<file path="config.mk">
export PLATFORM = sky130hd
export DESIGN_NAME = core_perf_control
export DESIGN_NICKNAME = d
export VERILOG_FILES = /design/src/hdl/core_config_pkg.sv /design/src/hdl/creg_pkg.sv /design/src/hdl/control_registers.sv /design/src/hdl/core_perf_control.sv /design/src/hdl/creg_read_mux.sv /design/src/hdl/perf_counter.sv
export SDC_FILE = /design/constraint.sdc
export NUM_CORES = 1
export LEC_CHECK = 0
export BUFFER_PORTS_ARGS = -buffer_cell sky130_fd_sc_hd__buf_4
export CAP_MARGIN = 20
export CORE_MARGIN = 4
export CORE_UTILIZATION = 35
export CTS_CLUSTER_DIAMETER = 80
export DETAILED_ROUTE_END_ITERATION = 12
export SKIP_LAST_GASP = 1
export SLEW_MARGIN = 0
export SYNTH_ARGS = -nofsm -noshare
export SYNTH_HDL_FRONTEND = slang
export SYNTH_HIERARCHICAL = 1
export SYNTH_SLANG_ARGS = --single-unit
</file>
<file path="constraint.sdc">
create_clock -name clk -period 2.25 [get_ports clk]
set_input_delay 0.3375 -clock clk [delete_from_list [all_inputs] [get_ports clk]]
set_output_delay 0.3375 -clock clk [all_outputs]
set_load 0.03 [all_outputs]
</file>
<file path="src/hdl/core_config_pkg.sv">
//############################################################
// Core configuration
// Sizes of the hardware thread set, the performance counter
// bank and the control register data path, plus the thread
// enable value the core comes out of reset with.
//############################################################

package core_config_pkg;

	// Thread set
	localparam int THREADS_PER_CORE = 4;	// Hardware threads per core

	// Performance monitor
	localparam int NUM_COUNTERS = 8;	// One counter per event line
	localparam int COUNTER_WIDTH = 16;	// Wraps at all ones

	// Control register data path
	localparam int SCALAR_WIDTH = 32;	// Width of a register value

	// Only thread 0 runs after reset, the rest wait for a resume
	localparam logic [THREADS_PER_CORE-1:0] RESET_THREAD_ENABLE =
		THREADS_PER_CORE'(1);

endpackage

</file>
<file path="src/hdl/creg_pkg.sv">
//############################################################
// Control register encodings
// Index codes of the core's control registers and the bit
// positions of the performance events on perf_event.
//############################################################

package creg_pkg;

	// Control register indices
	typedef enum logic [4:0] {
		CR_CORE_ID       = 5'd0,	// Read only
		CR_THREAD_ENABLE = 5'd1,	// Read only
		CR_THREAD_RESUME = 5'd2,	// Write sets thread bits
		CR_THREAD_HALT   = 5'd3,	// Write clears thread bits
		CR_PERF_ENABLE   = 5'd4,	// Counter enable mask
		CR_PERF_CLEAR    = 5'd5,	// Write clears masked counters
		CR_PERF_OVERFLOW = 5'd6,	// Sticky wrap flags
		CR_PERF_COUNT0   = 5'd8,	// Counter values, consecutive
		CR_PERF_COUNT1   = 5'd9,
		CR_PERF_COUNT2   = 5'd10,
		CR_PERF_COUNT3   = 5'd11,
		CR_PERF_COUNT4   = 5'd12,
		CR_PERF_COUNT5   = 5'd13,
		CR_PERF_COUNT6   = 5'd14,
		CR_PERF_COUNT7   = 5'd15
	} control_register_t;

	// Event bit positions, pipeline order
	typedef enum logic [2:0] {
		DCACHE_MISS        = 3'd0,
		DCACHE_HIT         = 3'd1,
		ICACHE_MISS        = 3'd2,
		ICACHE_HIT         = 3'd3,
		INSTRUCTION_ISSUE  = 3'd4,
		INSTRUCTION_RETIRE = 3'd5,
		STORE_COUNT        = 3'd6,
		STORE_ROLLBACK     = 3'd7
	} perf_event_t;

endpackage

</file>
<file path="src/hdl/control_registers.sv">
//############################################################
// Control register write decoder
// Holds the thread enable and counter enable registers,
// turns control register writes into counter clear and
// preload commands and gates raw events into increments.
//############################################################

`timescale 1ns/1ps

module control_registers (
	input  logic                                          clk,
	input  logic                                          arst_n,
	input  logic                                          creg_write_en,
	input  creg_pkg::control_register_t                   creg_index,
	input  logic [core_config_pkg::SCALAR_WIDTH-1:0]      creg_write_val,
	input  logic [core_config_pkg::NUM_COUNTERS-1:0]      perf_event,
	output logic [core_config_pkg::THREADS_PER_CORE-1:0]  thread_enable,
	output logic [core_config_pkg::NUM_COUNTERS-1:0]      perf_enable,
	output logic                                          processor_halt,
	output logic [core_config_pkg::NUM_COUNTERS-1:0]      count_inc,
	output logic [core_config_pkg::NUM_COUNTERS-1:0]      count_clear,
	output logic [core_config_pkg::NUM_COUNTERS-1:0]      count_load,
	output logic [core_config_pkg::COUNTER_WIDTH-1:0]     load_value
);

	logic [core_config_pkg::THREADS_PER_CORE-1:0] thread_mask;	// Thread bits of write
	logic [core_config_pkg::NUM_COUNTERS-1:0]     counter_mask;	// Counter bits of write

	assign thread_mask = creg_write_val[core_config_pkg::THREADS_PER_CORE-1:0];
	assign counter_mask = creg_write_val[core_config_pkg::NUM_COUNTERS-1:0];

	// Enable registers, written on the strobe edge
	always_ff @(posedge clk or negedge arst_n) begin
		if (!arst_n) begin
			thread_enable <= core_config_pkg::RESET_THREAD_ENABLE;	// Thread 0 only
			perf_enable <= '1;	// All counters running
		end else if (creg_write_en) begin
			case (creg_index)
				creg_pkg::CR_THREAD_RESUME: begin
					thread_enable <= thread_enable | thread_mask;	// Start named threads
				end
				creg_pkg::CR_THREAD_HALT: begin
					thread_enable <= thread_enable & ~thread_mask;	// Stop named threads
				end
				creg_pkg::CR_PERF_ENABLE: begin
					perf_enable <= counter_mask;	// Replace whole mask
				end
				default: begin
				end	// Other indices leave enables alone
			endcase
		end
	end

	// Halted once the last thread drops out
	assign processor_halt = ~(|thread_enable);

	// Registered enable, so an event at the enable edge sees the old mask
	assign count_inc = perf_event & perf_enable;

	// Clear takes a mask, several counters at once
	assign count_clear = (creg_write_en && creg_index == creg_pkg::CR_PERF_CLEAR) ?
		counter_mask : '0;

	// Preload hits the one counter the index names
	always_comb begin
		count_load = '0;
		for (int i = 0; i < core_config_pkg::NUM_COUNTERS; i++) begin
			if (creg_write_en && creg_index == creg_pkg::CR_PERF_COUNT0 + i) begin
				count_load[i] = 1'b1;	// Consecutive counter codes
			end
		end
	end

	assign load_value = creg_write_val[core_config_pkg::COUNTER_WIDTH-1:0];	// Low bits only

endmodule

</file>
<file path="src/hdl/core_perf_control.sv">
//############################################################
// Core control and performance monitor
// Connects the control register decoder, the bank of event
// counters and the registered read path.
//############################################################

`timescale 1ns/1ps

module core_perf_control #(
	parameter int core_id = 0
) (
	input  logic                                          clk,
	input  logic                                          arst_n,
	input  logic [core_config_pkg::NUM_COUNTERS-1:0]      perf_event,
	input  logic                                          creg_write_en,
	input  logic                                          creg_read_en,
	input  creg_pkg::control_register_t                   creg_index,
	input  logic [core_config_pkg::SCALAR_WIDTH-1:0]      creg_write_val,
	output logic [core_config_pkg::SCALAR_WIDTH-1:0]      creg_read_val,
	output logic                                          creg_read_valid,
	output logic [core_config_pkg::THREADS_PER_CORE-1:0]  thread_enable,
	output logic                                          processor_halt
);

	logic [core_config_pkg::NUM_COUNTERS-1:0]  perf_enable;	// Counter enable mask
	logic [core_config_pkg::NUM_COUNTERS-1:0]  count_inc;	// Gated events
	logic [core_config_pkg::NUM_COUNTERS-1:0]  count_clear;	// Clear mask
	logic [core_config_pkg::NUM_COUNTERS-1:0]  count_load;	// One-hot preload
	logic [core_config_pkg::COUNTER_WIDTH-1:0] load_value;	// Shared preload value
	logic [core_config_pkg::NUM_COUNTERS-1:0]
		[core_config_pkg::COUNTER_WIDTH-1:0]   counts;	// Counter bank values
	logic [core_config_pkg::NUM_COUNTERS-1:0]  overflows;	// Sticky wrap flags

	control_registers control_registers_i (
		.clk            (clk),
		.arst_n         (arst_n),
		.creg_write_en  (creg_write_en),
		.creg_index     (creg_index),
		.creg_write_val (creg_write_val),
		.perf_event     (perf_event),
		.thread_enable  (thread_enable),
		.perf_enable    (perf_enable),
		.processor_halt (processor_halt),
		.count_inc      (count_inc),
		.count_clear    (count_clear),
		.count_load     (count_load),
		.load_value     (load_value)
	);

	// One counter per event line
	for (genvar i = 0; i < core_config_pkg::NUM_COUNTERS; i++) begin : counter_gen
		perf_counter perf_counter_i (
			.clk        (clk),
			.arst_n     (arst_n),
			.inc        (count_inc[i]),
			.clear      (count_clear[i]),
			.load       (count_load[i]),
			.load_value (load_value),
			.count      (counts[i]),
			.overflow   (overflows[i])
		);
	end

	creg_read_mux #(
		.core_id (core_id)
	) creg_read_mux_i (
		.clk             (clk),
		.arst_n          (arst_n),
		.creg_read_en    (creg_read_en),
		.creg_index      (creg_index),
		.thread_enable   (thread_enable),
		.perf_enable     (perf_enable),
		.counts          (counts),
		.overflows       (overflows),
		.creg_read_val   (creg_read_val),
		.creg_read_valid (creg_read_valid)
	);

endmodule

</file>
<file path="src/hdl/creg_read_mux.sv">
//############################################################
// Control register read path
// Selects one control register or counter on a read strobe
// and returns it, zero extended, with a valid strobe on the
// following cycle.
//############################################################

`timescale 1ns/1ps

module creg_read_mux #(
	parameter int core_id = 0
) (
	input  logic                                          clk,
	input  logic                                          arst_n,
	input  logic                                          creg_read_en,
	input  creg_pkg::control_register_t                   creg_index,
	input  logic [core_config_pkg::THREADS_PER_CORE-1:0]  thread_enable,
	input  logic [core_config_pkg::NUM_COUNTERS-1:0]      perf_enable,
	input  logic [core_config_pkg::NUM_COUNTERS-1:0]
		[core_config_pkg::COUNTER_WIDTH-1:0]              counts,
	input  logic [core_config_pkg::NUM_COUNTERS-1:0]      overflows,
	output logic [core_config_pkg::SCALAR_WIDTH-1:0]      creg_read_val,
	output logic                                          creg_read_valid
);

	logic [core_config_pkg::SCALAR_WIDTH-1:0] read_sel;	// Decoded value

	// Index decode, everything zero extended
	always_comb begin
		read_sel = '0;	// Unknown and write only indices
		case (creg_index)
			creg_pkg::CR_CORE_ID: begin
				read_sel = core_id;
			end
			creg_pkg::CR_THREAD_ENABLE: begin
				read_sel[core_config_pkg::THREADS_PER_CORE-1:0] = thread_enable;
			end
			creg_pkg::CR_PERF_ENABLE: begin
				read_sel[core_config_pkg::NUM_COUNTERS-1:0] = perf_enable;
			end
			creg_pkg::CR_PERF_OVERFLOW: begin
				read_sel[core_config_pkg::NUM_COUNTERS-1:0] = overflows;
			end
			default: begin
			end
		endcase

		// Counter window, one code per counter
		for (int i = 0; i < core_config_pkg::NUM_COUNTERS; i++) begin
			if (creg_index == creg_pkg::CR_PERF_COUNT0 + i) begin
				read_sel[core_config_pkg::COUNTER_WIDTH-1:0] = counts[i];
			end
		end
	end

	// Valid follows the strobe by one edge
	always_ff @(posedge clk or negedge arst_n) begin
		if (!arst_n) begin
			creg_read_valid <= 1'b0;
		end else begin
			creg_read_valid <= creg_read_en;	// One cycle per read
		end
	end

	// Data captured with the strobe, pre-write state
	always_ff @(posedge clk) begin
		if (creg_read_en) begin
			creg_read_val <= read_sel;
		end
	end

endmodule

</file>
<file path="src/hdl/perf_counter.sv">
//############################################################
// Performance event counter
// Wrapping counter with clear, preload and a sticky flag
// that records a wrap until the next clear.
//############################################################

`timescale 1ns/1ps

module perf_counter (
	input  logic                                      clk,
	input  logic                                      arst_n,
	input  logic                                      inc,
	input  logic                                      clear,
	input  logic                                      load,
	input  logic [core_config_pkg::COUNTER_WIDTH-1:0] load_value,
	output logic [core_config_pkg::COUNTER_WIDTH-1:0] count,
	output logic                                      overflow
);

	logic wrap;	// Increment from all ones

	assign wrap = inc & (&count);

	// Clear, then load, then increment
	always_ff @(posedge clk or negedge arst_n) begin
		if (!arst_n) begin
			count <= '0;
			overflow <= 1'b0;
		end else if (clear) begin
			count <= '0;
			overflow <= 1'b0;	// Only way to drop the flag
		end else if (load) begin
			count <= load_value;	// Flag kept across a preload
		end else if (inc) begin
			count <= count + 1'b1;	// Wraps to zero
			if (wrap) begin
				overflow <= 1'b1;	// Sticky
			end
		end
	end

endmodule

</file>
# Yosys cells after proc, flatten, opt, wreduce, memory -nomap -nowiden
# Index checks and enable logic that the tools add are counted.
# totals
romBits	0
input_bits	49
elab_cells	192
mem_count	0
reg_bits	165
latchBits	0
ram_bits	0
# op_classes
n_mux	76
n_eq_ne	22
reduce_logical	53
n_mul	0
n_bitwise	13
n_lt_le_gt_ge	0
add_sub_neg	8
div	0
shift	0
# op_table
cell	n
16-bit 2-to-1 mux	32
16-bit by 1-bit adder with 16-bit output, second input constant	8
16-bit AND reduction	8
5-bit by 4-bit == test with 1-bit output, second input constant	8
1-bit 2-to-1 mux	40
2-bit nonzero test	17
3-bit AND reduction	8
3-bit nonzero test	8
2-bit != test, second input constant	8
4-bit one-hot mux with 2 select lines	2
5-bit by 3-bit == test with 1-bit output, second input constant	3
4-bit one-hot mux with 3 select lines	1
5-bit by 2-bit == test with 1-bit output, second input constant	2
1-bit logical AND	9
1-bit bitwise AND	8
8-bit bitwise AND	1
8-bit 2-to-1 mux	1
5-bit by 1-bit == test with 1-bit output, second input constant	1
4-bit bitwise AND	1
4-bit NOT	1
4-bit bitwise OR	1
2-bit AND reduction	2
4-bit OR reduction	1
1-bit NOT	1

# Logic depth before layout (Yosys ltp)
# depth
depth_word	10
ltp_mapped	7
mapped_depth_nobuf	6

# Cells and area by module
# Netlist, hierarchy kept.
# modules_own_cells
mod	seq_area_each_um2	n_inst	area_per_inst_um2	cells_per_inst
perf_counter at counter_gen[0].perf_counter_i ...	425.4	7	1044.8	104
creg_read_mux	505.5	1	2287.2	273
perf_counter at counter_gen[7].perf_counter_i	425.4	1	980.9	108
control_registers	311.5	1	843.3	81

# Worst setup path after synthesis
# No wires, ideal clock.
# synth_path
path_kind	flip-flop to flip-flop
from	reg control_registers_i/perf_enable[7] (netlist name)
to	reg counter_gen[7].perf_counter_i/count[13] (netlist name)
setup_ns	0.099
path_slack_ns	0.254
path_stages_with_launch	7
t_required_ns	2.151
synth_period_minus_slack_ns	1.996
arrival_time_ns	1.896
path_cell_list	dfstp_2 > and2_1 > clkbuf_2 > nand3_1 > or3_4 > or4_1 > a311oi_1
# synth_via
elab_chain_cells	2
# synth_rtl
element	line	text
start: declaration	control_registers.sv:18	output logic [core_config_pkg::NUM_COUNTERS-1:0] perf_enable,
start signal: assignment	control_registers.sv:46	perf_enable <= counter_mask;
8-bit bitwise AND	control_registers.sv:58	assign count_inc = perf_event & perf_enable;
net count_inc, one bit	core_perf_control.sv:26	logic [core_config_pkg::NUM_COUNTERS-1:0] count_inc;
3-bit nonzero test (no line)	--	
end signal: assignment	perf_counter.sv:33	count <= load_value;
end signal: assignment	perf_counter.sv:35	count <= count + 1'b1;
end: declaration	perf_counter.sv:16	output logic [core_config_pkg::COUNTER_WIDTH-1:0] count,
# The timed path passes the listed nets, and every way through them passes these cells.
# A chain may end at the register's enable or synchronous reset.

# Final worst setup path
# Ends and elaborated chain as after synthesis.

==> impl_metrics.tcl <==
set metrics [dict create \
    tns_ps 0 \
    utilization_pct 40.5 \
    pin_count 87 \
    drt_iter0_markers 731 \
    post-place-ws_ps 73.4 \
    relSlewSlack_pct 59.9 \
    coreArea_mm2 0.0319 \
    die_x_um 189 \
    cts_tree "done" \
    firstDrtPassIters 6 \
    overflow 0 \
    synth_commonest_cells "nor2_1 (170), dfrtp_1 (140), xnor2_1 (81), nand2_1 (67), a21oi_1 (58)" \
    ys_ff_latch 165 \
    antenna_found_initial 1 \
    place_area_mm2 0.0123 \
    final_nets 1293 \
    startpoint_type "register" \
    sw_frac_of_total_pct 40.4 \
    grt_max_degree 54 \
    dieArea_mm2 0.0356 \
    finalCriticalPeriod_ps 2130 \
    htree_levels 4 \
    place_hpwl_mm 26.8 \
    hp-start "creg_read_en" \
    p_comb_share_pct 26.0 \
    cts_buffers 17 \
    crit_type "register to register" \
    pwr_density_cell_mw_per_mm2 886 \
    grt_pass1_wl_mm 57.8 \
    clock_latency_ps 450 \
    min_path_type "input port to register" \
    path_max_fanout 6 \
    synthFlopType "dfrtp_1" \
    sequentialPowerShare_pct 48.4 \
    syn-cell-area_mm2 0.0114 \
    rr_worst_depth 5 \
    rows 65 \
    min_period_over_period_pct 94.8 \
    yosys.area.top_type_share_pct 30.7 \
    worstMarginPinSlew_ps 586 \
    wl_per_cell_um 22.4 \
    ys_seq_area_share_pct 36.9 \
    synth-warning-count 6 \
    p_leak_nw 4.96 \
    globalplace.congestion 0.949 \
    die-height_um 189 \
    via_per_inst 5.71 \
    synth-edff-count 16 \
    r2r_slack_ps 120 \
    clock_power_share_pct 25.7 \
    synth_cell_type_count 78 \
    areaGrowthSynthToFinish_pct 13.2 \
    grt_pass1_vias 9327 \
    timing.rr.end "counter_gen[7].perf_counter_i/count[13]" \
    grt_usage_pct 21.1 \
    drc_errors 0 \
    endpoint_kind "register" \
    fillerInstances 3191 \
    setup_slack_ps 118 \
    finalWirelength_mm 37.6 \
    max_freq_mhz 469 \
    hold_depth 1 \
    setup_viol 0 \
    initial_core_util_pct 35.8 \
    cts_root_buf "clkbuf_16" \
    clk_pin_slew_worst_paths_ps 70 \
    hold_ws_ps 184 \
    ant_nets 0 \
    p_int_mw 6.83 \
    cts_setup_buffers 0 \
    port_buffers 54 \
    power.switching_mw 4.62 \
    n_antenna_cell 0 \
    yosysMostFrequentCell "nor2_1" \
    syn_area_per_cell_um2 9.60 \
    rsz0062_at_grt "false" \
    vias 9611 \
    yosys-top-cells-area "dfrtp_1 (31%), xnor2_1 (6.2%), nor2_1 (5.6%)" \
    design_area_mm2 0.0129 \
    hold_viol_final 0 \
    drive_gt1_share_pct 21.3 \
    outcome "completed" \
    finClkSkew_ps 12.6 \
    drv_cap 0 \
    drv_slew 0 \
    netlist_instances 1190 \
    worstPathRequired_ps 2600 \
    worstReg2RegStart "control_registers_i/perf_enable[7]" \
    async_flop_share_pct 90.3 \
    arrival_ps 2480 \
    irDropWorstVdd_v 0.000579 \
    synth_area_leader_cell "dfrtp_1" \
    clk_path_buf_depth 2 \
    min_to "creg_read_mux_i/creg_read_valid" \
    cts.sinks 165 \
]
power groups by stage:
stage / Combinational [mW] / Clock [mW] / Sequential [mW]
floorplan: 2.25 / 0 / 5.04
CTS: 2.97 / 3.01 / 5.50
finish: 2.97 / 2.94 / 5.54
global placement: 2.88 / 0 / 5.52
global route: 3.32 / 3.13 / 5.65
detailed placement: 2.95 / 0 / 5.55
worst max-delay path by stage:
stage	from	to	cells past startpoint
floorplan	control_registers_i/perf_enable[7]	counter_gen[7].perf_counter_i/count[13]	6
global placement	control_registers_i/perf_enable[7]	counter_gen[7].perf_counter_i/count[13]	5
detailed placement	control_registers_i/perf_enable[7]	counter_gen[7].perf_counter_i/count[15]	5
CTS	control_registers_i/perf_enable[7]	counter_gen[7].perf_counter_i/count[15]	5
global route	control_registers_i/perf_enable[0]	counter_gen[0].perf_counter_i/count[15]	5
finish	control_registers_i/perf_enable[7]	counter_gen[7].perf_counter_i/count[13]	5
metal layers:
layer	up-vias	wire length, µm	GRT usage, %
met1	4727	16500	29.2
met4	2	965	6.17
met2	361	17500	33.7
met3	55	2640	4.04
li1	4466	-	-
met5	-	7	0
sequential cells by signal (all words and copies together) (netlist names), named ones only:
signal / count
counter_gen.perf_counter_i/count: 128
creg_read_mux_i/creg_read_val: 16
control_registers_i/perf_enable: 8
counter_gen.perf_counter_i/overflow: 8
creg_read_mux_i/creg_read_valid: 1
metrics by stage:
step                total power [mW]  instances
floorplan                       7.29       1205
global placement                8.40       1651
detailed placement              8.50       1651
CTS                             11.5       1684
global route                    12.1       1684
finish                          11.4       1684
area by class of cell:
| type | instances | area, µm² | share of cell area (%) |
|---|---|---|---|
| sequential | 165 | 4220 | 32.6 |
| timing repair buffer | 111 | 927 | 7.17 |
| inverter | 16 | 60.1 | 0.465 |
| multi-input combinational | 925 | 6610 | 51.1 |
| clock buffer | 17 | 425 | 3.29 |
| clock inverter | 15 | 145 | 1.12 |
| tap | 435 | 544 | 4.21 |
layout by cell type (no fill, tap or decap), types with 22 or more instances in the layout:
cell type,instances
a21oi_1,58
a311oi_1,31
dfrtp_1,140
nor3_1,39
buf_4,102
nand4_4,22
or3_1,27
nand2_1,67
nand4_1,34
xnor2_1,81
a211oi_1,29
o21ai_0,31
nor2_1,170
mux2i_1,57
a211oi_2,22
worst max-delay path: stages (launching register included):
cell	delay, ps
dfstp_2	560
and2_1	270
nand3_2	180
or3_4	380
or4_1	400
a311oi_1	250
logic make-up after synthesis:
group | Yosys count | share of synthesized area [%]
AO/OA/AOI/OAI | 245 | 16.3
XOR/XNOR | 82 | 6.29
adder cells (fa/ha/maj) | 8 | 0.876
buffers and inverters | 115 | 5.78
flip-flops | 165 | 36.9
multiplexers | 71 | 6.37
other | 1 | 0.0328
AND/OR/NAND/NOR | 503 | 27.4
timing repair:
action                                  CTS  global route
hold endpoints to repair                 26             0
endpoints found under the setup margin    0             2
gates resized for setup                   0             1
hold buffers                              1             0
(Power assumes the default switching activity.)
